### src/hw/modred_params.svh
`ifndef MODRED_PARAMS_SVH
`define MODRED_PARAMS_SVH

// ==========================================================
// datapath and memory
// ==========================================================
`define MR_DATA_W     32
`define MR_MEM_DEPTH  256
`define MR_ADDR_W     8
`define MR_NUM_REQ    3      // 0 = apb, 1/2 = engines

// legal bit lengths of the modulus
`define MR_K_MIN      2
`define MR_K_MAX      16

// ==========================================================
// apb byte address map
// ==========================================================
`define MR_REG_BASE   'h400
`define MR_ENG_STRIDE 'h10

`endif

### src/hw/modred_pkg.sv
package modred_pkg;

  `include "modred_params.svh"

  typedef logic [`MR_DATA_W-1:0] word_t;

  // modulus form selected by CFG bit 8
  typedef enum logic {
    MOD_MERSENNE = 1'b0,  // 2^k - 1
    MOD_FERMAT   = 1'b1   // 2^k + 1
  } mod_kind_e;

  typedef enum logic [2:0] {
    IDLE,
    FETCH,
    LOAD,
    FOLD,
    ADJUST,
    STORE,
    DONE
  } eng_state_e;

endpackage

### src/hw/modred_engine.sv
`timescale 1ns/1ns
`include "modred_params.svh"

module modred_engine (
  input  logic                  clk_i,
  input  logic                  rst_ni,
  input  logic                  start_i,
  input  logic [4:0]            k_i,
  input  modred_pkg::mod_kind_e kind_i,
  input  logic [`MR_ADDR_W-1:0] base_i,
  input  logic [8:0]            count_i,
  output logic                  busy_o,
  output logic                  mem_req_o,
  output logic                  mem_we_o,
  output logic [`MR_ADDR_W-1:0] mem_addr_o,
  output modred_pkg::word_t     mem_wdata_o,
  input  logic                  mem_gnt_i,
  input  logic                  mem_rvalid_i,
  input  modred_pkg::word_t     mem_rdata_i
);
  import modred_pkg::*;

  localparam int ACC_W = `MR_DATA_W + 2;  // sign plus carry headroom

  eng_state_e              state_q;
  eng_state_e              state_d;
  logic [4:0]              k_q;
  mod_kind_e               kind_q;
  logic [`MR_ADDR_W-1:0]   addr_q;
  logic [8:0]              remain_q;
  logic [5:0]              pos_q;
  logic [5:0]              pos_next;
  logic                    neg_q;
  word_t                   shreg_q;
  word_t                   chunk_mask;
  word_t                   chunk;
  logic signed [ACC_W-1:0] acc_q;
  logic signed [ACC_W-1:0] chunk_ext;
  logic signed [ACC_W-1:0] pow_k;
  logic signed [ACC_W-1:0] mod_m;
  logic                    fold_last;
  logic                    acc_neg;
  logic                    acc_high;

  // ==========================================================
  // modulus and fold datapath
  // ==========================================================
  assign pow_k = ACC_W'(1) << k_q;
  assign mod_m = (kind_q == MOD_FERMAT) ? pow_k + ACC_W'(1) : pow_k - ACC_W'(1);

  assign chunk_mask = ~({`MR_DATA_W{1'b1}} << k_q);
  assign chunk      = shreg_q & chunk_mask;
  assign chunk_ext  = {{(ACC_W - `MR_DATA_W){1'b0}}, chunk};

  assign pos_next  = pos_q + 6'(k_q);
  assign fold_last = pos_next >= 6'(`MR_DATA_W);  // ceil(32/k) chunks

  assign acc_neg  = acc_q[ACC_W-1];
  assign acc_high = !acc_neg && (acc_q >= mod_m);

  // ==========================================================
  // FSM
  // ==========================================================
  always_comb begin
    state_d = state_q;
    case (state_q)
      IDLE: begin
        if (start_i) begin
          state_d = (count_i == '0) ? DONE : FETCH;
        end
      end
      FETCH: begin
        if (mem_gnt_i) begin
          state_d = LOAD;
        end
      end
      LOAD: begin
        if (mem_rvalid_i) begin
          state_d = FOLD;
        end
      end
      FOLD: begin
        if (fold_last) begin
          state_d = ADJUST;
        end
      end
      ADJUST: begin
        if (!acc_neg && !acc_high) begin
          state_d = STORE;
        end
      end
      STORE: begin
        if (mem_gnt_i) begin
          state_d = (remain_q == 9'd1) ? DONE : FETCH;
        end
      end
      DONE: begin
        state_d = IDLE;
      end
      default: begin
        state_d = IDLE;
      end
    endcase
  end

  always_ff @(posedge clk_i or negedge rst_ni) begin
    if (!rst_ni) begin
      state_q  <= IDLE;
      k_q      <= '0;
      kind_q   <= MOD_MERSENNE;
      addr_q   <= '0;
      remain_q <= '0;
      pos_q    <= '0;
      neg_q    <= 1'b0;
    end else begin
      state_q <= state_d;
      if (state_q == IDLE && start_i) begin
        k_q      <= k_i;
        kind_q   <= kind_i;
        addr_q   <= base_i;
        remain_q <= count_i;
      end
      if (state_q == LOAD) begin
        pos_q <= '0;
        neg_q <= 1'b0;
      end
      if (state_q == FOLD) begin
        pos_q <= pos_next;
        if (kind_q == MOD_FERMAT) begin
          neg_q <= ~neg_q;  // 2^k = -1 mod 2^k+1
        end
      end
      if (state_q == STORE && mem_gnt_i) begin
        addr_q   <= addr_q + 1'b1;
        remain_q <= remain_q - 1'b1;
      end
    end
  end

  always_ff @(posedge clk_i) begin
    case (state_q)
      LOAD: begin
        if (mem_rvalid_i) begin
          shreg_q <= mem_rdata_i;
          acc_q   <= '0;
        end
      end
      FOLD: begin
        shreg_q <= shreg_q >> k_q;
        acc_q   <= neg_q ? acc_q - chunk_ext : acc_q + chunk_ext;
      end
      ADJUST: begin
        if (acc_neg) begin
          acc_q <= acc_q + mod_m;
        end else if (acc_high) begin
          acc_q <= acc_q - mod_m;
        end
      end
      default: begin
      end
    endcase
  end

  assign busy_o      = (state_q != IDLE);
  assign mem_req_o   = (state_q == FETCH) || (state_q == STORE);
  assign mem_we_o    = (state_q == STORE);
  assign mem_addr_o  = addr_q;
  assign mem_wdata_o = acc_q[`MR_DATA_W-1:0];  // in 0..m-1 by now

endmodule

### config.mk
export PLATFORM = sky130hd
export DESIGN_NAME = modred_engine
export DESIGN_NICKNAME = d
export VERILOG_FILES = /design/src/hw/modred_pkg.sv /design/src/hw/modred_engine.sv
export VERILOG_INCLUDE_DIRS = /design/src /design/src/hw
export SDC_FILE = /design/constraint.sdc
export NUM_CORES = 1
export LEC_CHECK = 0
export ABC_AREA = 1
export BUFFER_PORTS_ARGS = -buffer_cell sky130_fd_sc_hd__buf_4
export CAP_MARGIN = 20
export CORE_MARGIN = 2
export CORE_UTILIZATION = 50
export CTS_CLUSTER_SIZE = 40
export DETAILED_ROUTE_END_ITERATION = 10
export HOLD_SLACK_MARGIN = 0.06
export PLACE_DENSITY = 0.68
export SYNTH_ARGS = -nofsm -noshare
export SYNTH_HDL_FRONTEND = slang
export SYNTH_SLANG_ARGS = --single-unit
### constraint.sdc
create_clock -name clk_i -period 7.15 [get_ports clk_i]
set_input_delay 0.3575 -clock clk_i [delete_from_list [all_inputs] [get_ports clk_i]]
set_output_delay 0.3575 -clock clk_i [all_outputs]
set_load 0.02 [all_outputs]
==> results.txt <==
The vertical extent of the die is 185.7 um. The ratio of routed vias to standard cells came out at 5.980. The run finished with clean final reports. The yosys synthesis warning count is 0. The number of detailed-route iterations in the first pass came out at 9. The max-cap violation count came out at 0.

Setup repair after global routing left no endpoint under its margin. The count of input and output buffers is 102. The final design utilization came out at 0.5453. For the final database, setup skew stands at 0.01669 ns. In this run the critical register-to-register path is launched from k_q[1]. The setup TNS after final layout came out at 0 ns. The critical path arrival came out at 6.67 ns. The number of pins with negative max-slew slack in the final report is 0. The area of the mapped netlist came out at 16510 sq um. For flop-to-flop paths, the worst setup slack is 0.62 ns. The starting density of the core came out at 0.5075. The TritonCTS buffer count came out at 9. The endpoint type of the worst setup path is a register. For the worst-skew pair, the clock arrives at the later sink with an insertion delay of 0.39 ns. The area growth from synthesis to layout is 7.456%. The setup path with the least slack is of type reg2reg.

STA puts the critical path data required time at 7.30 ns. The end point of the worst hold path is k_q[2]. The number of sinks handled by clock tree synthesis came out at 99. The cell count of the worst reg-to-reg path is 27. TritonCTS built the clock tree. The final weighted congestion in routability-driven placement came out at 1.086. The site row count came out at 66.

The I/O pin total is 103. The fraction of the yosys area taken by sequential cells came out at 0.1700. The clock tree buffer depth came out at 2.

The first global-routing pass estimated 103.4 mm of wire. The worst register-to-register path ends at acc_q[30]. The aggregate global routing overflow came out at 0. The placeable core region is 32540 sq um. The worst max-slew margin expressed relative to the limit came out at 0.2260. The number of setup buffers added after CTS is 0.

The beginning of the worst hold path is k_i[2]. The final period demand of the worst path came out at 6.529 ns. The clock slew at the register clock pins of the worst setup and hold paths came out at 0.07 ns. The number of different library cells used by synthesis comes to 59. The number of remaining DRC errors is 0. The synthesized netlist cell count is 2795.

The via count of the first global-routing pass came out at 17985. The post-route antenna net violation count came out at 0. The async set-reset flop share out of synthesis came out at 0.3333.

The top fanout value on the critical path is 11. In the final layout, the share of cells above drive strength 1 is 0.07249. Synthesis inferred 99 register bits. In this run the horizontal extent of the chip is 185.7 um.

Of the available clock period, the critical path in the final layout requires 0.9132. The per-instance average area after synthesis is 5.908 sq um. The initial antenna violation count was 0. The worst setup path is launched from a register.

The detailed placement HPWL is 56.76 mm. The achievable frequency is 153.2 MHz. The detailed router finished its first iteration with 2337 violations.

The root buffer cell is clkbuf_16. The pin count of the biggest net entering global routing is 50. The routed length per placed instance came out at 21.08 um. For this run, the total global-route usage over all layers was measured as 0.3994. The count of vias placed by the detailed router came out at 19553. The final number of setup-violating endpoints came out at 0. The number of enable-type register cells in the synthesized netlist is 66. 0 antenna diodes ended up in the layout.

For this run, the leading register cell type out of synthesis is edfxtp_1. The final-report hold violation count was 0. At the pin with the least slew margin, the transition time is 1.149 ns. The maximum level of the CTS H-tree is 3.

The synthesized net count is 3003. Counting instances, the worst hold path has a depth of 3. The number of nets in the layout came out at 3031. For this block, the routed nets add up to 68.92 mm of wire. The die footprint came out at 34490 sq um. The worst hold-check path type is in2reg.
## worst max-delay path by stage
stage,end,from,depth (start not counted),slack (ns)
finish,acc_q[30],k_q[1],27,0.62
global route,acc_q[12],k_q[1],27,0.20
global placement,acc_q[12],k_q[1],34,1.03
floorplan,acc_q[0],k_q[0],31,1.54
detailed placement,acc_q[18],k_q[1],34,0.90
CTS,acc_q[18],k_q[1],34,0.86
## per-layer routing
layer	part of all wire	wire, um	vias to the layer above	GRT usage
met5	0	0	-	0
met3	0.094	6458	199	0.07357
met2	0.44	30640	1120	0.6415
met4	0.064	4394	0	0.2271
met1	0.40	27430	8997	0.5028
li1	-	-	9237	-
## area by class of cell
type,instances,area [sq um]
Timing Repair Buffer,125,940.9
Clock inverter,2,17.52
Sequential cell,99,2808
Clock buffer,14,306.5
Fill cell,3482,14790
Inverter,365,1376
Multi-Input combinational cell,2223,11740
Tap cell,442,553.0
## flip-flops by register name, summed over array words and instances, names as in the netlist
signal,cells
neg_q,1
kind_q,1
shreg_q,32
acc_q,34
mem_addr_o,8
k_q,5
state_q,3
pos_q,6
remain_q,9
## cell usage after synthesis (all sizes together) (7+ instances only)
cell | instances | area, sq um
edfxtp | 66 | 1982
xor2 | 56 | 490.5
o21ai | 222 | 1126
dfrtp | 33 | 825.8
nand3 | 213 | 1076
nor2 | 322 | 1260
ha | 143 | 1789
o21bai | 17 | 127.6
o211ai | 9 | 72.57
or2 | 25 | 156.4
a31oi | 23 | 143.9
a22o | 7 | 61.31
nand4 | 31 | 193.9
buf | 59 | 405.4
o221ai | 11 | 96.34
clkinv | 7 | 32.53
a21o | 22 | 165.2
nand2 | 796 | 3028
o22ai | 10 | 62.56
clkbuf | 49 | 186.4
a21oi | 193 | 965.9
inv | 358 | 1344
nand3b | 8 | 60.06
nor4 | 8 | 50.05
a21boi | 7 | 52.55
nor3 | 43 | 215.2
xnor2 | 19 | 166.4
## worst max-delay path, stage by stage (launching register included)
cell,delay [ns]
dfrtp_1,0.57
nor2_1,0.30
inv_1,0.20
nor2_1,0.17
inv_1,0.08
fa_1,0.43
inv_1,0.07
nand3_1,0.05
nand2_1,0.08
nand2_1,0.06
nand2_1,0.06
nand2_1,0.10
o21ai_0,0.53
inv_1,0.12
o21ai_0,0.45
xor2_1,0.23
ha_1,0.54
nand2_1,0.14
nor2_1,0.20
nand2_1,0.06
o21ai_0,0.90
nand4_1,0.44
nand2_1,0.17
nand2_1,0.07
nand3_1,0.08
nand2_1,0.06
nand2_1,0.06
nand2_1,0.05
## what timing repair did
item                      4_1_cts  5_1_grt
resized for setup               0        0
hold buffers                    1        0
hold endpoints to repair       33        0
## placed cells by master (no fill, tap or decap), types with 5 or more instances in the layout
cell type	netlist	routed
nand2_1	784	784
inv_1	351	351
nor2_1	311	311
o21ai_0	214	214
nand3_1	211	211
a21oi_1	193	193
ha_1	143	143
buf_4	36	124
edfxtp_1	66	66
xor2_1	56	56
nor3_1	43	43
dfrtp_1	33	33
nand4_1	31	31
a31oi_1	23	23
a21o_1	22	22
or2_2	22	22
xnor2_1	19	19
o21bai_1	17	17
o221ai_1	11	11
clkbuf_16	0	11
nand2_2	10	10
o22ai_1	10	10
o211ai_1	8	8
nand3b_1	8	8
nor4_1	8	8
inv_2	7	7
nor2_2	8	7
a22o_1	7	7
o21a_1	6	6
a21boi_0	6	6
clkinv_1	5	5
fa_1	5	5
## cells by family after synthesis
kind of cell	share of synthesized area
flops	0.1700
simple gates	0.3673
compound gates	0.1875
buf+inv	0.1192
xor+xnor	0.03978
fa+ha+maj	0.1144
mux	0.001819
## per-stage QoR
step / std cells / hold slack (ns) / instance area (sq um) / setup WS, ns
after CTS: 3270 / 0.1726 / 17740 / 0.8594
final: 3270 / 0.1853 / 17740 / 0.6208
after detailed placement: 3253 / 0.3305 / 17410 / 0.8994
after global placement: 3253 / 0.3319 / 17410 / 1.030
after global routing: 3270 / 0.1916 / 17740 / 0.2028
after floorplan: 2795 / 0.06191 / 16510 / 1.544
Power is left out: the tool's default activity adds up to more than one toggle a clock period on the data nets, which glitch-free logic cannot reach.
