<file path="config.mk">
export PLATFORM = sky130hd
export DESIGN_NAME = modred_apb_regs
export DESIGN_NICKNAME = d
export VERILOG_FILES = /design/src/hw/modred_pkg.sv /design/src/hw/modred_apb_regs.sv
export VERILOG_INCLUDE_DIRS = /design/src /design/src/hw
export SDC_FILE = /design/constraint.sdc
export NUM_CORES = 1
export LEC_CHECK = 0
export ABC_AREA = 1
export CAP_MARGIN = 0
export CELL_PAD_IN_SITES_DETAIL_PLACEMENT = 2
export CELL_PAD_IN_SITES_GLOBAL_PLACEMENT = 2
export CORE_UTILIZATION = 30
export CTS_CLUSTER_SIZE = 8
export DETAILED_ROUTE_END_ITERATION = 8
export DONT_BUFFER_PORTS = 1
export PLACE_DENSITY = 0.86
export SYNTH_ARGS = -nofsm -noshare
export SYNTH_HDL_FRONTEND = slang
export SYNTH_SLANG_ARGS = --single-unit
</file>
<file path="constraint.sdc">
create_clock -name clk_i -period 1.2 [get_ports clk_i]
set_input_delay 0.06 -clock clk_i [delete_from_list [all_inputs] [get_ports clk_i]]
set_output_delay 0.06 -clock clk_i [all_outputs]
set_load 0.01 [all_outputs]
</file>
<file path="src/hw/modred_params.svh">
`ifndef MODRED_PARAMS_SVH
`define MODRED_PARAMS_SVH

// ==========================================================
// datapath and memory
// ==========================================================
`define MR_DATA_W     32
`define MR_MEM_DEPTH  256
`define MR_ADDR_W     8
`define MR_NUM_REQ    3      // 0 = apb, 1/2 = engines

// legal bit lengths of the modulus
`define MR_K_MIN      2
`define MR_K_MAX      16

// ==========================================================
// apb byte address map
// ==========================================================
`define MR_REG_BASE   'h400
`define MR_ENG_STRIDE 'h10

`endif

</file>
<file path="src/hw/modred_pkg.sv">
package modred_pkg;

  `include "modred_params.svh"

  typedef logic [`MR_DATA_W-1:0] word_t;

  // modulus form selected by CFG bit 8
  typedef enum logic {
    MOD_MERSENNE = 1'b0,  // 2^k - 1
    MOD_FERMAT   = 1'b1   // 2^k + 1
  } mod_kind_e;

  typedef enum logic [2:0] {
    IDLE,
    FETCH,
    LOAD,
    FOLD,
    ADJUST,
    STORE,
    DONE
  } eng_state_e;

endpackage

</file>
<file path="src/hw/modred_apb_regs.sv">
`timescale 1ns/1ns
`include "modred_params.svh"

module modred_apb_regs (
  input  logic                  clk_i,
  input  logic                  rst_ni,
  input  logic                  psel_i,
  input  logic                  penable_i,
  input  logic                  pwrite_i,
  input  logic [11:0]           paddr_i,
  input  modred_pkg::word_t     pwdata_i,
  output modred_pkg::word_t     prdata_o,
  output logic                  pready_o,
  output logic                  pslverr_o,
  output logic                  mem_req_o,
  output logic                  mem_we_o,
  output logic [`MR_ADDR_W-1:0] mem_addr_o,
  output modred_pkg::word_t     mem_wdata_o,
  input  logic                  mem_gnt_i,
  input  logic                  mem_rvalid_i,
  input  modred_pkg::word_t     mem_rdata_i,
  output logic                  eng0_start_o,
  output logic [4:0]            eng0_k_o,
  output modred_pkg::mod_kind_e eng0_kind_o,
  output logic [`MR_ADDR_W-1:0] eng0_base_o,
  output logic [8:0]            eng0_count_o,
  input  logic                  eng0_busy_i,
  output logic                  eng1_start_o,
  output logic [4:0]            eng1_k_o,
  output modred_pkg::mod_kind_e eng1_kind_o,
  output logic [`MR_ADDR_W-1:0] eng1_base_o,
  output logic [8:0]            eng1_count_o,
  input  logic                  eng1_busy_i
);
  import modred_pkg::*;

  localparam int         NUM_ENG   = `MR_NUM_REQ - 1;
  localparam logic [1:0] REG_CFG   = 2'd0;
  localparam logic [1:0] REG_BASE  = 2'd1;
  localparam logic [1:0] REG_COUNT = 2'd2;
  localparam logic [1:0] REG_CTRL  = 2'd3;

  typedef enum logic [1:0] {SETUP, WAIT_GNT, WAIT_DATA} apb_state_e;

  apb_state_e            state_q;
  apb_state_e            state_d;
  logic                  access;
  logic                  is_mem;
  logic                  is_reg;
  logic                  eng_sel;
  logic                  reg_err;
  logic                  reg_wr;
  logic [11:0]           reg_off;
  logic [11:0]           eng_idx;
  logic [1:0]            reg_sel;
  logic [4:0]            wr_k;
  word_t                 reg_rdata;
  logic [4:0]            k_q     [NUM_ENG];
  mod_kind_e             kind_q  [NUM_ENG];
  logic [`MR_ADDR_W-1:0] base_q  [NUM_ENG];
  logic [8:0]            count_q [NUM_ENG];
  logic [NUM_ENG-1:0]    done_q;
  logic [NUM_ENG-1:0]    busy_q;
  logic [NUM_ENG-1:0]    busy;
  logic [NUM_ENG-1:0]    start;

  // ==========================================================
  // address decode and error check
  // ==========================================================
  assign access  = psel_i & penable_i;
  assign reg_off = paddr_i - 12'(`MR_REG_BASE);
  assign eng_idx = reg_off / 12'(`MR_ENG_STRIDE);
  assign is_mem  = paddr_i < 12'(`MR_REG_BASE);
  assign is_reg  = !is_mem && (eng_idx < 12'(NUM_ENG));
  assign eng_sel = eng_idx[0];
  assign reg_sel = reg_off[3:2];
  assign wr_k    = pwdata_i[4:0];
  assign busy    = {eng1_busy_i, eng0_busy_i};

  always_comb begin
    reg_err = 1'b0;
    if (!is_reg) begin
      reg_err = 1'b1;  // unmapped
    end else if (pwrite_i && busy[eng_sel]) begin
      reg_err = 1'b1;
    end else if (pwrite_i && reg_sel == REG_CFG) begin
      reg_err = (wr_k < 5'(`MR_K_MIN)) || (wr_k > 5'(`MR_K_MAX)) ||
                (|pwdata_i[`MR_DATA_W-1:9]) || (|pwdata_i[7:5]);
    end
  end

  assign reg_wr = access && !is_mem && pwrite_i && !reg_err;

  always_comb begin
    for (int e = 0; e < NUM_ENG; e++) begin
      start[e] = reg_wr && (reg_sel == REG_CTRL) && pwdata_i[0] && (eng_sel == 1'(e));
    end
  end

  always_comb begin
    reg_rdata = '0;
    if (is_reg) begin
      case (reg_sel)
        REG_CFG:   reg_rdata = word_t'({kind_q[eng_sel], 3'd0, k_q[eng_sel]});
        REG_BASE:  reg_rdata = word_t'(base_q[eng_sel]);
        REG_COUNT: reg_rdata = word_t'(count_q[eng_sel]);
        default:   reg_rdata = word_t'({done_q[eng_sel] | (busy_q[eng_sel] & !busy[eng_sel]),
                                        busy[eng_sel]});  // done shows as busy falls
      endcase
    end
  end

  // ==========================================================
  // access tracker, memory window stretches the access phase
  // ==========================================================
  always_comb begin
    state_d   = state_q;
    pready_o  = 1'b0;
    pslverr_o = 1'b0;
    prdata_o  = '0;
    mem_req_o = 1'b0;
    if (access && !is_mem) begin
      pready_o  = 1'b1;
      pslverr_o = reg_err;
      prdata_o  = pwrite_i ? '0 : reg_rdata;
    end else if (access) begin
      case (state_q)
        SETUP, WAIT_GNT: begin
          mem_req_o = 1'b1;
          if (mem_gnt_i) begin
            pready_o = pwrite_i;  // write lands at this edge
            state_d  = pwrite_i ? SETUP : WAIT_DATA;
          end else begin
            state_d = WAIT_GNT;
          end
        end
        WAIT_DATA: begin
          pready_o = mem_rvalid_i;
          prdata_o = mem_rdata_i;
          if (mem_rvalid_i) begin
            state_d = SETUP;
          end
        end
        default: begin
          state_d = SETUP;
        end
      endcase
    end
  end

  assign mem_we_o    = pwrite_i;
  assign mem_addr_o  = paddr_i[`MR_ADDR_W+1:2];
  assign mem_wdata_o = pwdata_i;

  always_ff @(posedge clk_i or negedge rst_ni) begin
    if (!rst_ni) begin
      state_q <= SETUP;
      busy_q  <= '0;
      done_q  <= '0;
      for (int e = 0; e < NUM_ENG; e++) begin
        k_q[e]     <= '0;
        kind_q[e]  <= MOD_MERSENNE;
        base_q[e]  <= '0;
        count_q[e] <= '0;
      end
    end else begin
      state_q <= state_d;
      busy_q  <= busy;
      for (int e = 0; e < NUM_ENG; e++) begin
        if (start[e]) begin
          done_q[e] <= 1'b0;
        end else if (busy_q[e] && !busy[e]) begin
          done_q[e] <= 1'b1;  // sticky until next start
        end
        if (reg_wr && eng_sel == 1'(e)) begin
          case (reg_sel)
            REG_CFG: begin
              k_q[e]    <= wr_k;
              kind_q[e] <= mod_kind_e'(pwdata_i[8]);
            end
            REG_BASE:  base_q[e]  <= pwdata_i[`MR_ADDR_W-1:0];
            REG_COUNT: count_q[e] <= pwdata_i[8:0];
            default: begin
            end
          endcase
        end
      end
    end
  end

  assign eng0_start_o = start[0];
  assign eng0_k_o     = k_q[0];
  assign eng0_kind_o  = kind_q[0];
  assign eng0_base_o  = base_q[0];
  assign eng0_count_o = count_q[0];
  assign eng1_start_o = start[1];
  assign eng1_k_o     = k_q[1];
  assign eng1_kind_o  = kind_q[1];
  assign eng1_base_o  = base_q[1];
  assign eng1_count_o = count_q[1];

endmodule

</file>
==> load_flow_metrics.sql, run 1 <==
INSERT INTO impl_metrics (metric_group, metric, value, unit) VALUES
('timing', 'drv_slew', '0', ''),
('global_routing', 'top_usage_layer', 'met2', ''),
('timing', 'tmin_final', '1630', 'ps'),
('power_and_ir_drop', 'power.share.switching', '0.343', ''),
('setup_path', 'cp.depth', '6', ''),
('die', 'initial_utilization', '0.309', ''),
('power_and_ir_drop', 'sequential_share_of_power', '0.383', ''),
('power_and_ir_drop', 'p_clk_frac', '0.349', ''),
('die', 'fp.dieH', '116', 'µm'),
('setup_path', 'cp_data_arrival_time', '1570', 'ps'),
('synth', 'synthDominantAreaCellType', 'sky130_fd_sc_hd__dfrtp_1', ''),
('die', 'chipWidth', '116', 'µm'),
('timing', 'hold_slack', '-565', 'ps'),
('timing', 'worst_slew_pin_slew', '584', 'ps'),
('setup_path', 'crit_path_cell_trace', 'inv_1 > a21oi_1 > o21ai_1 > nand3_2 > nand2_2 > nand2_4', ''),
('global_routing', 'antenna_found_initial', '1', ''),
('clock_tree', 'clock-root-buffer', 'sky130_fd_sc_hd__clkbuf_16', ''),
('timing', 'report.final.hold_viol_count', '52', ''),
('setup_path', 'critical_path.reg2reg.startpoint', 'eng1_base_o[0]$_DFFE_PN0P_', ''),
('die', 'fp.dieArea', '13600', 'µm²'),
('clock_tree', 'h-tree-depth', '2', ''),
('setup_path', 'slowest_library_cell_on_the_worst_path', 'sky130_fd_sc_hd__dfrtp_1', ''),
('layout', 'final_util', '0.475', ''),
('synth', 'post-synth-top-area-fraction', '0.331', ''),
('timing', 'max_freq', '612', 'MHz'),
('setup_path', 'critPathMaxFanout', '2', ''),
('detailed_routing', 'drt_pre_antenna_iters', '4', ''),
('layout', 'multi_input_comb_area', '2740', 'µm²'),
('global_routing', 'use_met3', '0.0649', ''),
('power_and_ir_drop', 'fin_total_pwr', '4.67', 'mW'),
('timing', 'relSlewSlack', '0.609', ''),
('synth', 'ys_top_cells_by_area', 'sky130_fd_sc_hd__dfrtp_1 (33%), sky130_fd_sc_hd__nand2_1 (10%), sky130_fd_sc_hd__buf_4 (8.2%)', ''),
('setup_path', 'worst_ep_required_time', '1140', 'ps'),
('global_routing', 'global_route.usage.met2', '0.622', ''),
('timing', 'setup_viol_count_final', '84', ''),
('placement', 'place_congestion', '0.856', ''),
('global_routing', 'grt_overflow_total', '0', ''),
('setup_path', 'critical_path_class', 'register to primary output', ''),
('global_routing', 'first_pass_grt_wire_length', '30.9', 'mm'),
('run', 'maximum_capacitance_violations', '0', ''),
('setup_path', 'critical_path.n_buffers_inverters', '1', ''),
('setup_path', 'endpoint_kind', 'primary output', ''),
('layout', 'filler_cell_count', '1353', ''),
('clock_tree', 'later_pin_clock_latency_in_the_skew_report', '310', 'ps'),
('layout', 'drive_above_1_share', '0.586', ''),
('setup_path', 'launch_point_of_the_worst_path', 'eng0_base_o[4]$_DFFE_PN0P_', ''),
('power_and_ir_drop', 'ir_worst_vdd', '627', 'µV'),
('outcome', 'status', 'complete, but fails checks', ''),
('clock_tree', 'holdBufCountCts', '12', ''),
('die', 'fp-row-count', '41', ''),
('power_and_ir_drop', 'p_leak', '2.52', 'nW'),
('die', 'pin_count', '209', ''),
('synth', 'synth_nets', '623', ''),
('global_routing', 'grtUsageMet1', '0.309', ''),
('outcome', 'violations', 'hold timing, setup timing', ''),
('global_routing', 'grt_start_max_net_pins', '53', ''),
('power_and_ir_drop', 'power_dens_cells', '773', 'nW/µm²'),
('power_and_ir_drop', 'power.switching', '1.60', 'mW'),
('layout', 'nNetsFinal', '702', ''),
('synth', 'synth_area', '3930', 'µm²'),
('detailed_routing', 'drc_errors_left', '0', ''),
('hold_path', 'hp-class', 'primary input to async pin', ''),
('timing', 'setup_ws', '-434', 'ps'),
('clock_tree', 'worst_setup_hold_path_clk_slew', '80', 'ps'),
('layout', 'sequential_cell_area', '1300', 'µm²'),
('setup_path', 'worst_path_largest_cell_delay', '420', 'ps'),
('detailed_routing', 'drt-total-wl', '24.4', 'mm'),
('setup_path', 'setup.worst_path.start_class', 'register', ''),
('synth', 'yosys_warnings', '0', ''),
('detailed_routing', 'drt_first_iter_violations', '192', ''),
('die', 'core_area', '12700', 'µm²');
## power by group through the flow
stage	combinational, mW	sequential, mW	clock (mW)
floorplan	0.600	1.82	0
global placement	0.652	1.82	0
detailed placement	0.699	1.82	0
CTS	1.04	1.79	1.54
global route	1.32	1.79	1.69
finish	1.25	1.79	1.63
## per-layer routing
metal	up-vias	routed length [µm]
met4	0	1890
li1	1849	-
met2	295	12900
met5	-	0
met1	2212	7780
met3	102	1800
## area by class of cell
cell class,count,area share
clock inverters,2,0.00165
multi-input cells,345,0.453
well taps,172,0.0356
repair buffers,146,0.228
flip-flops and latches,52,0.215
clock buffers,6,0.0230
inverters,67,0.0420
diodes,2,0.000827
## Yosys cell counts, drive strengths merged
cell / n
a21oi: 24
a311oi: 1
a31oi: 1
a32o: 2
and2: 1
buf: 63
clkbuf: 11
dfrtp: 52
inv: 67
nand2: 108
nand3: 63
nand4: 3
nor2: 62
nor2b: 1
nor3: 2
o21ai: 25
o21bai: 46
o22ai: 3
o41ai: 1
or2: 2
## cells in the final DEF, fill, tap and decap left out, types with 22 or more instances in the layout
| cell type | netlist | layout |
|---|---|---|
| sky130_fd_sc_hd__buf_4 | 43 | 98 |
| sky130_fd_sc_hd__nand2_1 | 105 | 66 |
| sky130_fd_sc_hd__o21bai_1 | 40 | 28 |
| sky130_fd_sc_hd__inv_1 | 58 | 44 |
| sky130_fd_sc_hd__buf_6 | 15 | 22 |
| sky130_fd_sc_hd__inv_2 | 8 | 22 |
| sky130_fd_sc_hd__nand2_2 | 3 | 36 |
| sky130_fd_sc_hd__dfrtp_1 | 52 | 51 |
| sky130_fd_sc_hd__nor2_2 | 2 | 26 |
| sky130_fd_sc_hd__nand3_2 | 1 | 38 |
## state kept, by name (all words and copies together) (netlist names)
register      flops
eng0_base_o       8
eng0_k_o          5
eng1_base_o       8
done_q            2
eng1_k_o          5
busy_q            2
eng1_kind_o       1
eng0_kind_o       1
eng1_count_o      9
state_q           2
eng0_count_o      9
## stage by stage
stage	instance area (µm²)	setup TNS, ps	hold WS (ps)	setup slack, ps
finish	6050	-20310	-565	-434
global placement	4270	-11130	-234	-240
floorplan	3950	-4400	-236	-109
detailed placement	4270	-16590	-234	-390
global route	6050	-25500	-574	-455
CTS	5400	-12980	-553	-327
## cell families after synthesis
family | share of synthesized area
AO/OA/AOI/OAI | 0.178
buffers and inverters | 0.208
flip-flops | 0.331
AND/OR/NAND/NOR | 0.283
## final timing paths
kind / slack [ps] / end
setup / recovery: -430 / prdata_o[4]
max in group asynchronous: 1670 / eng1_base_o[7]$_DFFE_PN0P_
min in group clk_i: 10 / state_q[1]$_DFFE_PN0P_
setup reg to reg: -210 / eng1_base_o[0]$_DFFE_PN0P_
hold / removal: -560 / eng1_count_o[4]$_DFFE_PN0P_
hold reg to reg: 550 / done_q[1]$_DFFE_PN0P_
## timing repair
action	4_1_cts	5_1_grt
gates resized for setup	147	133
setup endpoints to repair	65	86
cloned	5	1
pin swaps	70	69
endpoints found under the hold margin	102	52
setup buffers	35	20
Note: power is estimated with default switching activity, not from simulation.
==> run 2: changes to the inputs <==
- CORE_MARGIN: unset -> 10
==> run 2 against run 1 <==
  * The flow still finishes with violations (hold timing, setup timing)
  * Via count rose by 2.4%
  * First-iteration DRC count rose by 44%
  * Sequential power barely moved
  * Combinational power rose by 57%
  * Hold slack got worse by 15 ps
  * Worst setup slack improved by 15 ps
  * Clock power barely moved
  * Total power rose by 16%
  * Critical path depth did not move
  * Routed wire length rose by 14%
  * Die area rose by 33%
  * Non-clock buffer count fell by 4
==> load_flow_metrics.sql, run 2 (synthesized netlist as in run 1, its figures left out) <==
INSERT INTO impl_metrics (metric_group, metric, value, unit) VALUES
('outcome', 'status', 'complete, but fails checks', ''),
('outcome', 'violations', 'hold timing, setup timing', ''),
('global_routing', 'grt_overflow_total', '0', ''),
('setup_path', 'endpoint_kind', 'primary output', ''),
('clock_tree', 'clock-root-buffer', 'sky130_fd_sc_hd__clkbuf_16', ''),
('power_and_ir_drop', 'ir_worst_vdd', '600', 'µV'),
('timing', 'max_freq', '618', 'MHz'),
('placement', 'placedCellCount', '724', ''),
('setup_path', 'reg2reg_setup_slack', '30', 'ps'),
('setup_path', 'timing.reg2reg.worst_path_depth', '5', ''),
('setup_path', 'worst_ep_required_time', '1140', 'ps'),
('die', 'fp-row-count', '41', ''),
('detailed_routing', 'detail_route.vias_per_cell', '5.80', ''),
('layout', 'nNetsFinal', '698', ''),
('layout', 'finish.cell_count_without_fillers', '787', ''),
('setup_path', 'critical_path_class', 'register to primary output', ''),
('setup_path', 'critical_path.reg2reg.startpoint', 'state_q[1]$_DFFE_PN0P_', ''),
('die', 'chipWidth', '134', 'µm'),
('timing', 'fin_skew', '0.867', 'ps'),
('timing', 'tmin_final', '1620', 'ps'),
('timing', 'relSlewSlack', '0.530', ''),
('hold_path', 'hp-class', 'primary input to async pin', ''),
('timing', 'report.final.hold_viol_count', '52', ''),
('layout', 'drive_above_1_share', '0.612', ''),
('timing', 'finalCritPeriodShare', '1.35', ''),
('detailed_routing', 'drt_first_iter_violations', '277', ''),
('detailed_routing', 'drc_errors_left', '0', ''),
('timing', 'setup_ws', '-419', 'ps'),
('die', 'fp.dieArea', '18100', 'µm²'),
('clock_tree', 'later_pin_clock_latency_in_the_skew_report', '300', 'ps'),
('setup_path', 'critPathMaxFanout', '2', ''),
('detailed_routing', 'post_drt_wl_per_cell', '35.3', 'µm'),
('die', 'fp.dieH', '134', 'µm'),
('placement', 'io_buffers', '0', ''),
('die', 'core_area', '12700', 'µm²'),
('setup_path', 'setup.worst_path.start_class', 'register', ''),
('run', 'maximum_capacitance_violations', '0', ''),
('clock_tree', 'total_number_of_clock_tree_sinks', '52', ''),
('global_routing', 'first_global_vias', '5183', ''),
('placement', 'dpl_worst_slack', '-405', 'ps'),
('clock_tree', 'tritoncts_clock_tree', 'yes', ''),
('setup_path', 'cp_data_arrival_time', '1560', 'ps'),
('global_routing', 'first_pass_grt_wire_length', '36.3', 'mm'),
('placement', 'estimated_wirelength_of_the_detail_placed_design', '13.8', 'mm'),
('detailed_routing', 'drt_pre_antenna_iters', '4', ''),
('power_and_ir_drop', 'power_dens_cells', '827', 'nW/µm²'),
('global_routing', 'grt_start_max_net_pins', '53', ''),
('layout', 'mostFrequentLayoutCells', 'sky130_fd_sc_hd__buf_4 (79), sky130_fd_sc_hd__dfrtp_1 (52), sky130_fd_sc_hd__inv_1 (50)', ''),
('layout', 'area_delta_synth_final', '66.3', '%'),
('die', 'initial_utilization', '0.309', ''),
('die', 'pin_count', '209', ''),
('setup_path', 'crit-reg2reg-capture', 'state_q[1]$_DFFE_PN0P_', ''),
('global_routing', 'antenna_found_initial', '1', ''),
('placement', 'place_congestion', '0.856', ''),
('timing', 'grt_setup_unrepaired', 'yes', ''),
('detailed_routing', 'antenna_left', '0', ''),
('layout', 'layout.cells.most_common', 'sky130_fd_sc_hd__buf_4', ''),
('clock_tree', 'h-tree-depth', '2', ''),
('power_and_ir_drop', 'p_leak', '2.62', 'nW'),
('timing', 'setup_viol_count_final', '82', ''),
('clock_tree', 'cts.path.max_buffers', '2', ''),
('clock_tree', 'cts-buffers-inserted', '5', ''),
('detailed_routing', 'drt-total-wl', '27.7', 'mm'),
('timing', 'drv_slew', '0', ''),
('global_routing', 'grt_usage', '0.267', ''),
('timing', 'hold_slack', '-580', 'ps'),
('detailed_routing', 'route.vias.total', '4567', ''),
('clock_tree', 'worst_setup_hold_path_clk_slew', '90', 'ps'),
('timing', 'worst_slew_pin_slew', '702', 'ps'),
('clock_tree', 'holdBufCountCts', '12', '');
[run 2: cell count changes in the layout (fill, tap and decap cells not counted), moves of 6 or more]
cell / previous run / this run
sky130_fd_sc_hd__nand2_1: 66 / 45
sky130_fd_sc_hd__buf_4: 98 / 79
sky130_fd_sc_hd__nand3_4: 12 / 29
sky130_fd_sc_hd__nand2_4: 6 / 22
sky130_fd_sc_hd__nor2_4: 20 / 35
sky130_fd_sc_hd__nor2_2: 26 / 12
sky130_fd_sc_hd__inv_2: 22 / 12
sky130_fd_sc_hd__nand3_2: 38 / 29
sky130_fd_sc_hd__nand3_1: 13 / 5
sky130_fd_sc_hd__buf_6: 22 / 29
sky130_fd_sc_hd__inv_1: 44 / 50
[run 2: cell type report]
class / instances / area (µm²)
clock inverter: 2 / 15.0
timing repair buffer: 142 / 1490
multi-input combinational: 345 / 3110
fill: 1346 / 6180
sequential: 52 / 1300
clock buffer: 6 / 139
tap: 172 / 215
antenna: 1 / 2.50
inverter: 67 / 264
[run 2: repair_timing]
item                                    CTS  global route
cloned                                    7             1
endpoints found under the hold margin   102            52
endpoints found under the setup margin   83            87
setup buffers                            28            18
pin swaps                                83            67
resized for setup                       189           169
[run 2: how the worst max path moves through the flow]
stage                                 from                          end  cells past startpoint
3_3_place_gp                  pwdata_i[10]      eng1_k_o[3]$_DFFE_PN0P_                      8
4_1_cts        eng0_count_o[0]$_DFFE_PN0P_                  prdata_o[0]                      7
3_5_place_dp                    paddr_i[7]  eng1_count_o[4]$_DFFE_PN0P_                      8
2_1_floorplan                 pwdata_i[10]      eng0_k_o[0]$_DFFE_PN0P_                      8
5_1_grt                       pwdata_i[16]      eng0_k_o[1]$_DFFE_PN0P_                     13
6_report       eng0_count_o[3]$_DFFE_PN0P_                  prdata_o[3]                      6
[run 2: where the power goes]
| group | switching (mW) | internal [mW] | leakage (nW) |
|---|---|---|---|
| Sequential | 0.0230 | 1.77 | 0.468 |
| Combinational | 1.10 | 0.855 | 2.09 |
| Clock | 0.820 | 0.837 | 0.0691 |
[run 2: per-layer routing]
metal  up-vias  wire length [µm]  GRT usage
li1       1829                 -          -
met4         0              1740      0.143
met5         -                 0          0
met1      2343              9310      0.267
met2       296             14500      0.489
met3        99              2170     0.0760
[run 2: worst max-delay path, stage by stage (launching register included)]
cell and delay, ps:
sky130_fd_sc_hd__dfrtp_1 380, sky130_fd_sc_hd__inv_1 110, sky130_fd_sc_hd__a21oi_2 250, sky130_fd_sc_hd__o21ai_2 100
sky130_fd_sc_hd__nand3_1 180, sky130_fd_sc_hd__nand2_1 100, sky130_fd_sc_hd__nand2_2 110
[run 2: per-stage QoR]
stage                     utilization  power [mW]  setup TNS (ps)  cell area, µm²
final                           0.514        5.41          -23560            6540
after global routing            0.514        5.53          -26860            6540
after detailed placement        0.339        2.51          -18040            4310
after CTS                       0.452        4.90          -15660            5750
after global placement          0.339        2.46          -10870            4310
after floorplan                     -        2.42           -4400            3950
==> run 3: changes to the inputs <==
- CORE_ASPECT_RATIO: unset -> 0.5
==> run 3 against run 2 <==
  * The run still ends with hold timing, setup timing left
  * Non-clock buffer count fell by 7
  * Flip-flop and latch count unchanged
  * Hold slack worse by 17 ps
  * Worst setup slack worse by 12 ps
  * Critical path type unchanged
  * Sequential power hardly changed
  * Total power decreased by 11%
  * Global-route usage shrank 1.9 points
  * Critical path depth fell by 1
==> load_flow_metrics.sql, run 3 (synthesized netlist as in run 1, its figures left out) <==
INSERT INTO impl_metrics (metric_group, metric, value, unit) VALUES
('setup_path', 'setup.worst_path.start_class', 'register', ''),
('clock_tree', 'later_pin_clock_latency_in_the_skew_report', '330', 'ps'),
('detailed_routing', 'antenna_left', '0', ''),
('placement', 'estimated_wirelength_of_the_detail_placed_design', '13.8', 'mm'),
('layout', 'area_delta_synth_final', '58.8', '%'),
('global_routing', 'first_pass_grt_wire_length', '34.4', 'mm'),
('clock_tree', 'clock-root-buffer', 'sky130_fd_sc_hd__clkbuf_16', ''),
('global_routing', 'antenna_found_initial', '1', ''),
('hold_path', 'hp-class', 'primary input to async pin', ''),
('timing', 'relSlewSlack', '0.449', ''),
('global_routing', 'grt_start_max_net_pins', '53', ''),
('global_routing', 'grt_usage', '0.248', ''),
('power_and_ir_drop', 'p_int', '3.10', 'mW'),
('setup_path', 'critPathMaxFanout', '2', ''),
('timing', 'report.final.hold_viol_count', '52', ''),
('timing', 'setup_viol_count_final', '82', ''),
('global_routing', 'grt_overflow_total', '0', ''),
('placement', 'io_buffers', '0', ''),
('setup_path', 'cp_data_arrival_time', '1570', 'ps'),
('layout', 'nNetsFinal', '691', ''),
('detailed_routing', 'drt-total-wl', '26.9', 'mm'),
('detailed_routing', 'route.vias.total', '4582', ''),
('setup_path', 'worst_path_largest_cell_delay', '430', 'ps'),
('global_routing', 'global_route.usage.met2', '0.434', ''),
('detailed_routing', 'detail_route.vias_per_cell', '5.89', ''),
('clock_tree', 'worst_setup_hold_path_clk_slew', '90', 'ps'),
('timing', 'worst_slew_pin_slew', '824', 'ps'),
('power_and_ir_drop', 'power.share.switching', '0.359', ''),
('global_routing', 'use_met3', '0.0685', ''),
('timing', 'setup_ws', '-431', 'ps'),
('timing', 'drv_slew', '0', ''),
('detailed_routing', 'drt_pre_antenna_iters', '5', ''),
('timing', 'hold_slack', '-597', 'ps'),
('layout', 'drive_above_1_share', '0.568', ''),
('clock_tree', 'total_number_of_clock_tree_sinks', '52', ''),
('layout', 'mostFrequentLayoutCells', 'sky130_fd_sc_hd__buf_4 (89), sky130_fd_sc_hd__nand2_1 (55), sky130_fd_sc_hd__dfrtp_1 (52)', ''),
('clock_tree', 'h-tree-depth', '2', ''),
('power_and_ir_drop', 'power_dens_cells', '774', 'nW/µm²'),
('power_and_ir_drop', 'p_clk_frac', '0.347', ''),
('setup_path', 'critical_path.n_buffers_inverters', '1', ''),
('die', 'chipWidth', '182', 'µm'),
('clock_tree', 'cts.path.max_buffers', '2', ''),
('global_routing', 'first_global_vias', '4856', ''),
('die', 'fp-row-count', '29', ''),
('detailed_routing', 'post_drt_wl_per_cell', '34.6', 'µm'),
('power_and_ir_drop', 'power.switching', '1.74', 'mW'),
('die', 'pin_count', '209', ''),
('clock_tree', 'cts-buffers-inserted', '5', ''),
('setup_path', 'endpoint_kind', 'primary output', ''),
('timing', 'fin_skew', '5.48', 'ps'),
('die', 'fp.dieArea', '18400', 'µm²'),
('setup_path', 'worst_ep_required_time', '1140', 'ps'),
('power_and_ir_drop', 'p_leak', '2.59', 'nW'),
('die', 'initial_utilization', '0.309', ''),
('outcome', 'violations', 'hold timing, setup timing', ''),
('outcome', 'status', 'complete, but fails checks', ''),
('power_and_ir_drop', 'ir_worst_vdd', '737', 'µV'),
('setup_path', 'slowest_library_cell_on_the_worst_path', 'sky130_fd_sc_hd__dfrtp_1', ''),
('timing', 'grt_setup_unrepaired', 'yes', ''),
('setup_path', 'critical_path_class', 'register to primary output', ''),
('timing', 'tmin_final', '1630', 'ps'),
('placement', 'placedCellCount', '720', ''),
('placement', 'place_congestion', '0.778', ''),
('global_routing', 'grtUsageMet1', '0.283', ''),
('detailed_routing', 'drt_first_iter_violations', '372', ''),
('clock_tree', 'holdBufCountCts', '13', ''),
('power_and_ir_drop', 'p_comb_frac', '0.282', ''),
('run', 'maximum_capacitance_violations', '0', ''),
('timing', 'max_freq', '613', 'MHz'),
('power_and_ir_drop', 'sequential_share_of_power', '0.371', ''),
('global_routing', 'top_usage_layer', 'met2', ''),
('layout', 'layout.cells.most_common', 'sky130_fd_sc_hd__buf_4', ''),
('layout', 'finish.cell_count_without_fillers', '778', ''),
('setup_path', 'crit_family', 'compound AO/OA/AOI/OAI gates', ''),
('setup_path', 'crit_path_cell_trace', 'inv_2 > nor2_2 > a21oi_2 > o21ai_1 > a32o_2', ''),
('timing', 'finalCritPeriodShare', '1.36', ''),
('clock_tree', 'tritoncts_clock_tree', 'yes', ''),
('detailed_routing', 'drc_errors_left', '0', ''),
('die', 'core_area', '12700', 'µm²'),
('die', 'fp.dieH', '101', 'µm');
## run 3: cell count changes in the layout (fill, tap and decap cells not counted), moves of 4 or more
cell	change
sky130_fd_sc_hd__buf_4	+10
sky130_fd_sc_hd__buf_6	-19
sky130_fd_sc_hd__buf_8	-4
sky130_fd_sc_hd__inv_2	+4
sky130_fd_sc_hd__inv_4	-4
sky130_fd_sc_hd__nand2_1	+10
sky130_fd_sc_hd__nand2_4	-7
sky130_fd_sc_hd__nor2_1	+9
sky130_fd_sc_hd__nor2_4	-12
sky130_fd_sc_hd__o21bai_1	-4
sky130_fd_sc_hd__o21bai_2	+4
## run 3: worst register-to-register path, stage by stage, from the launching register on
cell,delay [ps]
sky130_fd_sc_hd__dfrtp_1,470
sky130_fd_sc_hd__buf_4,190
sky130_fd_sc_hd__inv_1,70
sky130_fd_sc_hd__o21bai_1,180
sky130_fd_sc_hd__nand2_2,110
## run 3: metal layers
layer	vias up	routed length (µm)
li1	1818	-
met2	339	12900
met4	0	1350
met1	2331	10300
met5	-	0
met3	94	2410
## run 3: final timing paths
path	cells past startpoint	startpoint	slack [ps]	end
max	5	eng0_base_o[7]$_DFFE_PN0P_	-430	prdata_o[7]
min	0	rst_ni	-600	eng0_count_o[8]$_DFFE_PN0P_
max reg2reg	4	eng1_count_o[0]$_DFFE_PN0P_	70	eng1_count_o[0]$_DFFE_PN0P_
min reg2reg	2	state_q[1]$_DFFE_PN0P_	590	state_q[0]$_DFFE_PN0P_
max in group asynchronous	0	rst_ni	1670	eng1_count_o[5]$_DFFE_PN0P_
min in group clk_i	4	paddr_i[2]	60	eng0_k_o[1]$_DFFE_PN0P_
## run 3: area by class of cell
| type | instances | area (µm²) |
|---|---|---|
| fill | 1303 | 6490 |
| clock inverter | 3 | 22.5 |
| clock buffer | 5 | 125 |
| sequential | 52 | 1300 |
| multi-input combinational | 345 | 2910 |
| inverter | 67 | 254 |
| tap | 170 | 213 |
| antenna | 1 | 2.50 |
| timing repair buffer | 135 | 1420 |
## run 3: timing repair
item                       in CTS  in global routing
cloned                          7                  4
setup buffers                  21                  7
hold endpoints to repair      104                 52
setup endpoints to repair      82                 87
pin swaps                      61                 72
gates resized for setup       138                134
## run 3: metrics by stage
| stage | util | area [µm²] | setup WS, ps | TNS, ps | power [mW] |
|---|---|---|---|---|---|
| after CTS | 0.433 | 5510 | -291 | -9600 | 4.54 |
| final | 0.490 | 6250 | -431 | -14710 | 4.84 |
| after floorplan | - | 3950 | -109 | -4400 | 2.42 |
| after global placement | 0.342 | 4350 | -247 | -10760 | 2.47 |
| after global routing | 0.490 | 6250 | -456 | -18990 | 4.97 |
| after detailed placement | 0.342 | 4350 | -386 | -17490 | 2.52 |
## run 3: power by group through the flow
stage               Clock [mW]  Sequential, mW  Combinational (mW)
CTS                       1.58            1.79                1.17
detailed placement           0            1.82               0.695
global placement             0            1.82               0.653
finish                    1.68            1.79                1.37
global route              1.74            1.79                1.44
floorplan                    0            1.82               0.600
